$ cat config.mk
export PLATFORM = sky130hd
export DESIGN_NAME = bpcorr_top
export DESIGN_NICKNAME = d
export VERILOG_FILES = /design/src/rtl/bpcorr_metric_pkg.sv /design/src/rtl/bpcorr_cfg_pkg.sv /design/src/rtl/bpcorr_cfg_regs.sv /design/src/rtl/bpcorr_sample_strobe.sv /design/src/rtl/bpcorr_engine.sv /design/src/rtl/bpcorr_pwm.sv /design/src/rtl/bpcorr_top.sv
export VERILOG_INCLUDE_DIRS = /design/src /design/src/rtl
export SDC_FILE = /design/constraint.sdc
export NUM_CORES = 1
export LEC_CHECK = 0
export BUFFER_PORTS_ARGS = -buffer_cell sky130_fd_sc_hd__buf_2
export CAP_MARGIN = 40
export CELL_PAD_IN_SITES_DETAIL_PLACEMENT = 0
export CELL_PAD_IN_SITES_GLOBAL_PLACEMENT = 1
export CORE_UTILIZATION = 40
export CTS_BUF_LIST = sky130_fd_sc_hd__clkbuf_8 sky130_fd_sc_hd__clkbuf_16
export DETAILED_ROUTE_END_ITERATION = 8
export GPL_TIMING_DRIVEN = 1
export MAX_ROUTING_LAYER = met4
export PLACE_DENSITY = 0.78
export SKIP_CTS_REPAIR_TIMING = 1
export SLEW_MARGIN = 20
export SYNTH_ARGS = -nofsm -noshare
export SYNTH_HDL_FRONTEND = slang
export SYNTH_SLANG_ARGS = --single-unit
export TNS_END_PERCENT = 20
$ cat constraint.sdc
create_clock -name i_clk_48MHz -period 7.33 [get_ports i_clk_48MHz]
set_input_delay 0.733 -clock i_clk_48MHz [delete_from_list [all_inputs] [get_ports i_clk_48MHz]]
set_output_delay 0.733 -clock i_clk_48MHz [all_outputs]
set_load 0.05 [all_outputs]
$ cat src/rtl/bpcorr_consts.svh
`ifndef BPCORR_CONSTS_SVH
`define BPCORR_CONSTS_SVH

// Probe bank and engine count
`define BPCORR_N_PROBE      4   // Single-bit probes sampled together
`define BPCORR_N_ENGINE     2   // Correlation engines, one PWM each
`define BPCORR_PROBE_IDX_W  2   // Wide enough to index every probe

// Configuration bus
`define BPCORR_CFG_W        16  // Config word
`define BPCORR_ADDR_W       2   // Global word plus one per engine

// Result and display
`define BPCORR_FRAC_W       16  // Fraction of window, full scale 65535
`define BPCORR_PWM_W        8   // 256 cycles per PWM period

// Longest window is 2^10 samples
`define BPCORR_MAX_WIN_EXP  10

`endif

$ cat src/rtl/bpcorr_metric_pkg.sv
`include "bpcorr_consts.svh"

package bpcorr_metric_pkg;

  // Relation evaluated between probe X and probe Y on each sample
  typedef enum logic [1:0] {
    METRIC_AGREE    = 2'd0, // X == Y
    METRIC_COINCIDE = 2'd1, // X and Y both high
    METRIC_X_ONLY   = 2'd2, // X high, Y low
    METRIC_OFF      = 2'd3  // Never hits
  } metric_sel_e;

  // Hit count scaled to the window, 0xffff means every sample hit
  typedef logic [`BPCORR_FRAC_W-1:0] frac_t;

endpackage

$ cat src/rtl/bpcorr_cfg_pkg.sv
`include "bpcorr_consts.svh"

package bpcorr_cfg_pkg;

  import bpcorr_metric_pkg::*;

  // Word at address 0, first field is the MSB
  typedef struct packed {
    logic [3:0] reserved; // Ignored on write
    logic [7:0] period;   // Sample period minus one
    logic [3:0] win_exp;  // Window is 2^win_exp samples
  } global_cfg_s;

  // Word at address 1 + engine index
  typedef struct packed {
    logic [8:0]                     reserved; // Ignored
    metric_sel_e                    metric;   // Relation to count
    logic [`BPCORR_PROBE_IDX_W-1:0] y_idx;    // Probe Y select
    logic [`BPCORR_PROBE_IDX_W-1:0] x_idx;    // Probe X select
    logic                           enable;   // Engine running
  } engine_cfg_s;

  // Same 16 bits, view picked by the address
  typedef union packed {
    global_cfg_s glob;
    engine_cfg_s eng;
  } cfg_word_u;

  typedef logic [`BPCORR_ADDR_W-1:0] cfg_addr_t;

  localparam cfg_addr_t CFG_ADDR_GLOBAL = '0; // Engines follow at 1, 2, ...

endpackage

$ cat src/rtl/bpcorr_cfg_regs.sv
`include "bpcorr_consts.svh"

module bpcorr_cfg_regs (
  input  logic                                                i_clk_48MHz,
  input  logic                                                i_arst_n,
  input  logic                                                i_cfg_wr,
  input  bpcorr_cfg_pkg::cfg_addr_t                           i_cfg_addr,
  input  bpcorr_cfg_pkg::cfg_word_u                           i_cfg_wdata,
  output bpcorr_cfg_pkg::global_cfg_s                         o_global_cfg,
  output bpcorr_cfg_pkg::engine_cfg_s [`BPCORR_N_ENGINE-1:0]  o_engine_cfg,
  output logic                                                o_restart
);
  import bpcorr_cfg_pkg::*;
  import bpcorr_metric_pkg::*;

  global_cfg_s wr_global; // Incoming global word after clamping

  // Global view of the write data, window limited to the max
  always_comb begin
    wr_global          = i_cfg_wdata.glob;
    wr_global.reserved = '0;
    if (wr_global.win_exp > 4'(`BPCORR_MAX_WIN_EXP)) begin
      wr_global.win_exp = 4'(`BPCORR_MAX_WIN_EXP); // Clamp oversize window
    end
  end

  always_ff @(posedge i_clk_48MHz or negedge i_arst_n) begin
    if (!i_arst_n) begin
      o_global_cfg <= '{reserved: '0, period: 8'd0, win_exp: 4'd4}; // 16 samples, every clk
      for (int e = 0; e < `BPCORR_N_ENGINE; e++) begin
        o_engine_cfg[e] <= '{reserved: '0, metric: METRIC_OFF,
                             y_idx: '0, x_idx: '0, enable: 1'b0};
      end
    end else if (i_cfg_wr) begin
      if (i_cfg_addr == CFG_ADDR_GLOBAL) begin
        o_global_cfg <= wr_global;
      end
      for (int e = 0; e < `BPCORR_N_ENGINE; e++) begin
        if (i_cfg_addr == cfg_addr_t'(e + 1)) begin
          o_engine_cfg[e] <= i_cfg_wdata.eng; // Engine view of the same word
        end
      end
    end
  end

  // Restart everything the cycle after any write
  // so strobe phase and window boundaries line up again
  always_ff @(posedge i_clk_48MHz or negedge i_arst_n) begin
    if (!i_arst_n) begin
      o_restart <= 1'b0;
    end else begin
      o_restart <= i_cfg_wr; // Unmapped addresses restart too
    end
  end

endmodule

$ cat src/rtl/bpcorr_sample_strobe.sv
module bpcorr_sample_strobe (
  input  logic       i_clk_48MHz,
  input  logic       i_arst_n,
  input  logic       i_restart,
  input  logic [7:0] i_period,
  output logic       o_sample_stb
);

  logic [7:0] cnt;     // Cycles left until next strobe
  logic [7:0] cnt_nxt;

  // Reload on restart or on reaching zero, else count down
  always_comb begin
    if (i_restart || (cnt == 8'd0)) begin
      cnt_nxt = i_period;
    end else begin
      cnt_nxt = cnt - 8'd1;
    end
  end

  always_ff @(posedge i_clk_48MHz or negedge i_arst_n) begin
    if (!i_arst_n) begin
      cnt          <= 8'd0;
      o_sample_stb <= 1'b0;
    end else begin
      cnt          <= cnt_nxt;
      o_sample_stb <= (cnt_nxt == 8'd0); // High while counter sits at zero
    end
  end

endmodule

$ cat src/rtl/bpcorr_engine.sv
`include "bpcorr_consts.svh"

module bpcorr_engine (
  input  logic                         i_clk_48MHz,
  input  logic                         i_arst_n,
  input  logic                         i_restart,
  input  logic                         i_sample_stb,
  input  logic [`BPCORR_N_PROBE-1:0]   i_probe,
  input  logic [3:0]                   i_win_exp,
  input  bpcorr_cfg_pkg::engine_cfg_s  i_cfg,
  output bpcorr_metric_pkg::frac_t     o_frac
);
  import bpcorr_metric_pkg::*;

  localparam int CNT_W = `BPCORR_MAX_WIN_EXP + 1; // Holds a full window count

  logic             probe_x;
  logic             probe_y;
  logic             hit;         // Relation holds this sample
  logic [CNT_W-1:0] win_len;     // 2^k samples
  logic [CNT_W-1:0] smp_cnt;     // Samples taken in current window
  logic [CNT_W-1:0] hit_cnt;     // Hits so far in current window
  logic [CNT_W-1:0] hit_cnt_nxt; // Includes the sample on this strobe
  logic             win_done;    // Last strobe of the window
  logic [4:0]       frac_shift;  // FRAC_W - k
  frac_t            frac_nxt;

  // Probe pair mux
  assign probe_x = i_probe[i_cfg.x_idx];
  assign probe_y = i_probe[i_cfg.y_idx];

  always_comb begin
    case (i_cfg.metric)
      METRIC_AGREE:    hit = (probe_x == probe_y);
      METRIC_COINCIDE: hit = probe_x & probe_y;
      METRIC_X_ONLY:   hit = probe_x & ~probe_y;
      default:         hit = 1'b0; // METRIC_OFF
    endcase
  end

  assign win_len     = CNT_W'(1) << i_win_exp; // k clamped upstream, fits CNT_W
  assign hit_cnt_nxt = hit_cnt + CNT_W'(hit);
  assign win_done    = i_sample_stb && (smp_cnt == win_len - CNT_W'(1));

  // count * 2^16 / 2^k is just a left shift
  assign frac_shift = 5'(`BPCORR_FRAC_W) - 5'(i_win_exp);

  always_comb begin
    if (hit_cnt_nxt == win_len) begin
      frac_nxt = '1; // Every sample hit, saturate below 2^16
    end else begin
      frac_nxt = frac_t'(hit_cnt_nxt) << frac_shift;
    end
  end

  // Window counters
  always_ff @(posedge i_clk_48MHz or negedge i_arst_n) begin
    if (!i_arst_n) begin
      smp_cnt <= '0;
      hit_cnt <= '0;
    end else if (!i_cfg.enable || i_restart || win_done) begin
      smp_cnt <= '0; // Idle, restarted or window closing
      hit_cnt <= '0;
    end else if (i_sample_stb) begin
      smp_cnt <= smp_cnt + CNT_W'(1);
      hit_cnt <= hit_cnt_nxt;
    end
  end

  // Result register, updated once per window
  always_ff @(posedge i_clk_48MHz or negedge i_arst_n) begin
    if (!i_arst_n) begin
      o_frac <= '0;
    end else if (!i_cfg.enable) begin
      o_frac <= '0; // Disabled engine reads as zero
    end else if (win_done && !i_restart) begin
      o_frac <= frac_nxt; // Restart keeps last result
    end
  end

endmodule

$ cat src/rtl/bpcorr_pwm.sv
`include "bpcorr_consts.svh"

module bpcorr_pwm (
  input  logic                       i_clk_48MHz,
  input  logic                       i_arst_n,
  input  logic [`BPCORR_PWM_W-1:0]   i_duty,
  output logic                       o_pwm
);

  logic [`BPCORR_PWM_W-1:0] cnt;     // Free running period counter
  logic [`BPCORR_PWM_W-1:0] cnt_nxt;
  logic [`BPCORR_PWM_W-1:0] duty_q;  // Duty in force for this period

  assign cnt_nxt = cnt + 1'b1;

  always_ff @(posedge i_clk_48MHz or negedge i_arst_n) begin
    if (!i_arst_n) begin
      cnt    <= '0;
      duty_q <= '0;
      o_pwm  <= 1'b0;
    end else begin
      cnt <= cnt_nxt;
      if (cnt == '1) begin
        duty_q <= i_duty;          // New duty takes effect at count 0
        o_pwm  <= (i_duty != '0);
      end else begin
        o_pwm <= (cnt_nxt < duty_q); // High for duty_q counts per period
      end
    end
  end

endmodule

$ cat src/rtl/bpcorr_top.sv
`include "bpcorr_consts.svh"

module bpcorr_top (
  input  logic                          i_clk_48MHz,
  input  logic                          i_arst_n,
  input  logic                          i_cfg_wr,
  input  bpcorr_cfg_pkg::cfg_addr_t     i_cfg_addr,
  input  bpcorr_cfg_pkg::cfg_word_u     i_cfg_wdata,
  input  logic [`BPCORR_N_PROBE-1:0]    i_probe,
  output logic [`BPCORR_N_ENGINE-1:0]   o_pwm
);
  import bpcorr_cfg_pkg::*;
  import bpcorr_metric_pkg::*;

  global_cfg_s                         global_cfg;
  engine_cfg_s [`BPCORR_N_ENGINE-1:0]  engine_cfg;
  logic                                restart;    // Cycle after any write
  logic                                sample_stb; // Shared by all engines
  frac_t       [`BPCORR_N_ENGINE-1:0]  frac;

  bpcorr_cfg_regs u_cfg_regs (
    .i_clk_48MHz  (i_clk_48MHz),
    .i_arst_n     (i_arst_n),
    .i_cfg_wr     (i_cfg_wr),
    .i_cfg_addr   (i_cfg_addr),
    .i_cfg_wdata  (i_cfg_wdata),
    .o_global_cfg (global_cfg),
    .o_engine_cfg (engine_cfg),
    .o_restart    (restart)
  );

  bpcorr_sample_strobe u_sample_strobe (
    .i_clk_48MHz  (i_clk_48MHz),
    .i_arst_n     (i_arst_n),
    .i_restart    (restart),
    .i_period     (global_cfg.period),
    .o_sample_stb (sample_stb)
  );

  for (genvar e = 0; e < `BPCORR_N_ENGINE; e++) begin : g_engine
    bpcorr_engine u_engine (
      .i_clk_48MHz  (i_clk_48MHz),
      .i_arst_n     (i_arst_n),
      .i_restart    (restart),
      .i_sample_stb (sample_stb),
      .i_probe      (i_probe),
      .i_win_exp    (global_cfg.win_exp),
      .i_cfg        (engine_cfg[e]),
      .o_frac       (frac[e])
    );

    bpcorr_pwm u_pwm (
      .i_clk_48MHz  (i_clk_48MHz),
      .i_arst_n     (i_arst_n),
      .i_duty       (frac[e][`BPCORR_FRAC_W-1 -: `BPCORR_PWM_W]), // Top bits of fraction
      .o_pwm        (o_pwm[e])
    );
  end

endmodule

==> metrics.txt, run 1 <==
final wirelength 19,400 µm; RSZ-0062 raised after global routing no; Warnings, synthesis 0; Cell variety after synth 80; syn_area_per_cell 9.20 µm²; FF-to-FF Start u_cfg_regs.o_global_cfg[0]; cell row count 54; max cap viols 0; Post-synth top cells dfrtp_1 (125), nor2_1 (115), nand2_1 (89); initial core utilization 40.7%; Synth area leader dfrtp_1; number of diodes 0; relative slew slack 42.7%; Worst Tran Pin Value 849 ps; Max Root-Sink Buffers 2; Post-synth ARST share 100%; Lkg Pwr 4.06 nW; top area cells in the synthesized netlist dfrtp_1 (35%), xnor2_1 (5.5%), ha_1 (5.4%); # DRC 0; via count 6,794; initial antenna violation count 0; maximum vdd drop 0.163 mV; CP Max Fanout 44; most used cell, CP ha_1; share of layout cells above drive strength 1 14.2%; DR vias/cell 5.45; Yosys reg bits 130; Ports 27; post-placement worst setup slack 2510 ps; Critical Path Source u_cfg_regs.o_global_cfg[0]; CTS HTree Levels 4; Gate Count Post-Synth 961; Worst Slack Setup Final 2450 ps; Post-synth EDFFs 0; cell with the most instances after synthesis dfrtp_1; clock period minus final worst setup slack 4880 ps; crit path kind reg -> reg; CTS tree done; PortBufs 22; Post-DP HPWL 14,200 µm; Skew-Pair Late Insertion Delay 430 ps; final worst-path cycle share 66.5%; Layout Nets 1,016; Yosys top cell area share 35.4%; Area Overhead vs Synth 10.1%; Initial DRT Pass Iterations 5; Core Util, Final 44.8%; Crit-path slowest cell ha_1; CP peak stage delay 560 ps; sequential area share after synthesis 36.8%; crit path DAT 5180 ps; setup violators final 0; reg-to-reg slack, setup 2450 ps; Setup TNS 0 ps; worst-path cell chain buf_4 > inv_1 > ha_1 > ha_1 > nand2_2 > ha_1 > a2111oi_0 > a221oi_2 > xnor2_1 > nor4_2 > a41oi_1 > and2_1 > a211o_1; family with the most delay on the worst path compound AO/OA/AOI/OAI gates; core area 0.0218 mm²; GPL Wtd Cong 0.827; Synth Net Count 1,024; worst path bufs/invs 2; WP data required 7630 ps; Power Density 236 mW/mm²; status completed; die area 0.0227 mm²; Final Max Tran Viols 0; CP Capture Type flop; DIE WIDTH 151 µm; post-layout instance area 0.00974 mm²; RR Endpoint g_engine[0].u_engine.o_frac[12]; pin count of the biggest net entering global routing 57; vias in the first global route 6,404; mapped cell area 0.00885 mm²; Clock Sinks 130; Worst-path clk slew 60 ps; Max Clock Freq 205 MHz; Reg2Reg Depth 13; clock skew 14.2 ps; Root Driver clkbuf_16; die height 151 µm; final antenna-violating net count 0; gr usage total 18.7%; gr ovfl total 0; ys flop type dfrtp_1; Avg WL per Cell 15.6 µm; Final Hold Viols 0; Critical Path Source Type flop; Worst Hold Class in -> async; DRT iter0 DRCs 464; first-pass GRT wire length 32,500 µm; total CTS buffers 17; dpl cell area 0.00915 mm²
cell usage in the layout (no fill, tap or decap), types with 4 or more instances in the layout:
cell type	Yosys	final
o22ai_1	7	7
mux4_2	4	4
a21boi_0	4	4
a31oi_1	10	10
mux2i_1	19	19
inv_6	0	6
o211ai_1	4	4
and2_1	10	10
nand3b_1	5	5
nand2_1	89	89
a221o_1	5	5
nand2b_1	5	5
buf_2	15	21
a211oi_1	5	5
mux2_2	31	31
nand4_1	20	20
a21oi_1	27	27
nor3_1	14	14
nor4_1	11	11
xnor2_1	56	56
ha_1	38	38
o2bb2ai_2	8	8
a2bb2oi_1	4	4
a211o_1	9	9
clkbuf_16	0	17
nor2_1	115	115
o21ai_0	42	42
xor2_1	54	54
and3_1	13	13
dfstp_2	5	5
buf_4	5	6
buf_6	5	4
nand3_1	32	32
dfrtp_1	125	125
o21a_1	11	11
inv_1	37	37
nor2b_1	8	8
state kept, by name, summed over array words and instances (netlist names):
register and cells:
g_engine.u_engine.hit_cnt 22, g_engine.u_engine.o_frac 16, g_engine.u_engine.smp_cnt 22, g_engine.u_pwm.cnt 16, g_engine.u_pwm.duty_q 16, g_engine.u_pwm.o_pwm 2
u_cfg_regs.o_engine_cfg 14, u_cfg_regs.o_global_cfg 12, u_cfg_regs.o_restart 1, u_sample_strobe.cnt 8, u_sample_strobe.o_sample_stb 1
per-stage QoR:
step,instances,hold slack [ps],power [mW]
final,1246,239,2.30
after global routing,1246,295,2.42
after CTS,1246,271,2.32
after detailed placement,1214,489,1.46
after global placement,1209,484,1.44
after floorplan,961,437,1.31
routing by layer:
| layer | track usage [%] | vias to the layer above | part of all wire [%] |
|---|---|---|---|
| li1 | - | 3375 | - |
| met1 | 24.9 | 3264 | 48 |
| met2 | 29.7 | 136 | 48 |
| met3 | 3.09 | 19 | 3.4 |
| met4 | 4.35 | 0 | 1.0 |
| met5 | - | - | 0 |
where the power goes:
part,internal (mW),switching [mW]
combinational,0.256,0.403
clock,0.483,0.362
sequential,0.759,0.0340
cell type report:
| type | instances | area, µm² |
|---|---|---|
| timing repair buffer | 33 | 250 |
| tap | 280 | 350 |
| sequential | 130 | 3260 |
| multi-input combinational | 732 | 5140 |
| clock buffer | 17 | 425 |
| fill | 2144 | 12000 |
| inverter | 39 | 146 |
| clock inverter | 15 | 165 |
kinds of logic after synthesis:
group | after synthesis | share of synthesized area [%]
buffers and inverters | 99 | 5.06
muxes | 54 | 7.11
DFF | 130 | 36.8
and+or+nand+nor | 347 | 19.3
xor gates and xnor gates | 112 | 11.3
AOI/OAI and AO/OA | 181 | 15.1
adders and majority gates | 38 | 5.37
worst reg2reg max path: stages, from the launching register on:
cell	delay (ps)
dfrtp_1	350
buf_4	270
inv_1	520
ha_1	320
ha_1	560
nand2_2	170
ha_1	360
a2111oi_0	520
a221oi_2	120
xnor2_1	170
nor4_2	350
a41oi_1	450
and2_1	330
a211o_1	270
worst max path at each step:
| stage | endpoint | slack [ps] | depth (start not counted) |
|---|---|---|---|
| final | g_engine[0].u_engine.o_frac[12] | 2450 | 13 |
| after global routing | g_engine[1].u_engine.hit_cnt[9] | 2120 | 15 |
| after CTS | g_engine[0].u_engine.o_frac[12] | 2490 | 13 |
| after detailed placement | g_engine[1].u_engine.hit_cnt[0] | 2510 | 15 |
| after global placement | g_engine[1].u_engine.smp_cnt[1] | 2370 | 14 |
| after floorplan | g_engine[0].u_engine.o_frac[14] | 3390 | 15 |
No activity file was read; power rests on OpenSTA's default activity.
==> inputs of run 2 (changes only) <==
--- a/config.mk
+++ b/config.mk
@@ -15,7 +15,7 @@
 export DETAILED_ROUTE_END_ITERATION = 8
 export GPL_TIMING_DRIVEN = 1
 export MAX_ROUTING_LAYER = met4
-export PLACE_DENSITY = 0.78
+export PLACE_DENSITY = 0.8
 export SKIP_CTS_REPAIR_TIMING = 1
 export SLEW_MARGIN = 20
 export SYNTH_ARGS = -nofsm -noshare
==> constraint.sdc (replaced) <==
create_clock -name i_clk_48MHz -period 4.4 [get_ports i_clk_48MHz]
set_input_delay 0.44 -clock i_clk_48MHz [delete_from_list [all_inputs] [get_ports i_clk_48MHz]]
set_output_delay 0.44 -clock i_clk_48MHz [all_outputs]
set_load 0.05 [all_outputs]
==> metrics.txt, run 2 (synthesized netlist as in run 1, its figures left out) <==
status completed; final wirelength 19,500 µm (+0.34%); hold slack final 160 ps (-79.7 ps); Final Max Tran Viols 0 (unchanged); worst path bufs/invs 0 (-2); GPL Wtd Cong 0.867 (+4.9%); most common cell after layout, fill and taps aside dfrtp_1; Reg2Reg Depth 15 (+2); maximum vdd drop 0.253 mV (+55%); CTS HTree Levels 4 (unchanged); Power Density 391 mW/mm² (+66%); via count 6,823 (+0.43%); pin count of the biggest net entering global routing 54 (-5.3%); clock period minus final worst setup slack 4080 ps (-802 ps); Stages on worst setup path 15 (+2); Avg WL per Cell 15.5 µm (-0.45%); reg-to-reg slack, setup 320 ps (-2130 ps); Total Power 3.83 mW (+67%); cell row count 54 (unchanged); relative slew slack 38.9% (-3.7 points); most frequent cells in the layout dfrtp_1 (125), nor2_1 (115), nand2_1 (89), xnor2_1 (56), xor2_1 (54); total CTS buffers 17 (unchanged); crit path DAT 4430 ps (-750 ps); Top Registers g_engine.u_engine.hit_cnt x22, g_engine.u_engine.smp_cnt x22; initial antenna violation count 0 (unchanged); Area Overhead vs Synth 10.7%; first-pass GRT wire length 33,200 µm (+2.2%); gr usage total 19.1% (+0.37 points); crit path kind reg -> reg; number of diodes 0 (unchanged); RR Endpoint g_engine[0].u_engine.o_frac[11]; clock skew 9.82 ps (-4.33 ps); CP Max Fanout 8 (-82%); Setup TNS 0 ps (unchanged); worst-path cell chain mux4_2 > nor2b_1 > a31oi_1 > o22a_1 > nor2_1 > ha_1 > ha_2 > nand3_2 > or3_1 > and2_1 > xor2_1 > nor4_1 > nand3_1 > nor4_4 > a221o_1; Hold Path End u_cfg_regs.o_restart; CP peak stage delay 530 ps (-30 ps); final worst-path cycle share 92.6% (+26 points); setup violators final 0 (unchanged); Critical Path Source Type flop; CTS tree done; WP data required 4760 ps (-2870 ps); Clock Sinks 130 (unchanged); core area 0.0218 mm² (unchanged); share of layout cells above drive strength 1 15.1% (+0.88 points); DIE WIDTH 151 µm (unchanged); die height 151 µm (unchanged); DR vias/cell 5.43 (-0.37%); final antenna-violating net count 0 (unchanged); Layout Nets 1,026 (+0.98%); Worst Hold Class in -> reg; family with the most delay on the worst path simple AND/OR/NAND/NOR gates; Post-DP HPWL 14,300 µm (+0.59%); Lkg Pwr 4.09 nW (+0.77%); Ports 27 (unchanged); DRT iter0 DRCs 429 (-7.5%); vias in the first global route 6,619 (+3.4%); initial core utilization 40.7% (unchanged); die area 0.0227 mm² (unchanged); Initial DRT Pass Iterations 5 (unchanged); Hold Path Cell Cnt 1; Root Driver clkbuf_16; # DRC 0 (unchanged); RSZ-0062 raised after global routing no; PortBufs 22 (unchanged); Worst-path clk slew 70 ps (about the same); Hold Path Origin i_cfg_wr; Max Root-Sink Buffers 2 (unchanged); Crit-path slowest cell mux4_2; Skew-Pair Late Insertion Delay 420 ps (about the same); CP Capture Type flop; Core Util, Final 45.0% (+0.25 points); Worst Tran Pin Value 904 ps (+54.8 ps); Max Clock Freq 245 MHz (+20%); gr ovfl total 0 (unchanged); FF-to-FF Start u_cfg_regs.o_engine_cfg[1]; Final Hold Viols 0 (unchanged); max cap viols 0 (unchanged)
## run 2: changes by cell type in the layout (fill, tap and decap cells not counted), sizes merged
cell,delta
buf,+9
clkinv,-1
clkinvlp,+1
dlygate4sd3,+1
## run 2: cell type report
| type | count | area, µm² |
|---|---|---|
| timing repair buffer | 43 | 300 |
| tap | 280 | 350 |
| inverter | 39 | 146 |
| multi-input combinational | 732 | 5150 |
| clock inverter | 15 | 166 |
| sequential | 130 | 3260 |
| fill | 2121 | 12000 |
| clock buffer | 17 | 425 |
## run 2: power by group
group | leakage, nW | internal, mW | switching [mW] | total, mW
Combinational | 2.11 | 0.418 | 0.660 | 1.08
Clock | 0.282 | 0.806 | 0.614 | 1.42
Sequential | 1.70 | 1.26 | 0.0635 | 1.33
Total | 4.09 | 2.49 | 1.34 | 3.83
## run 2: worst max path at each step
stage | startpoint | slack, ps | to
3_3_place_gp | i_probe[3] | 180 | g_engine[0].u_engine.o_frac[15]
5_1_grt | u_cfg_regs.o_engine_cfg[1] | 50 | g_engine[0].u_engine.o_frac[10]
3_5_place_dp | i_probe[3] | 150 | g_engine[0].u_engine.o_frac[11]
6_report | u_cfg_regs.o_engine_cfg[1] | 320 | g_engine[0].u_engine.o_frac[11]
2_1_floorplan | u_cfg_regs.o_global_cfg[0] | 580 | g_engine[1].u_engine.o_frac[12]
4_1_cts | u_cfg_regs.o_engine_cfg[1] | 300 | g_engine[0].u_engine.o_frac[11]
## run 2: through the flow
step / setup WS [ps] / instances / area (µm²)
after global placement: 177 / 1221 / 9150
after detailed placement: 150 / 1223 / 9190
after floorplan: 581 / 961 / 8850
after CTS: 296 / 1255 / 9780
final: 325 / 1256 / 9790
after global routing: 48.5 / 1256 / 9790
## run 2: routing by layer
layer / part of all wire [%] / vias to the layer above / routed length (µm) / global-route usage [%]
li1: - / 3402 / - / -
met1: 49 / 3308 / 9620 / 25.5
met2: 47 / 96 / 9130 / 29.7
met3: 2.7 / 17 / 535 / 3.61
met4: 1.1 / 0 / 218 / 4.80
met5: 0 / - / 0 / -
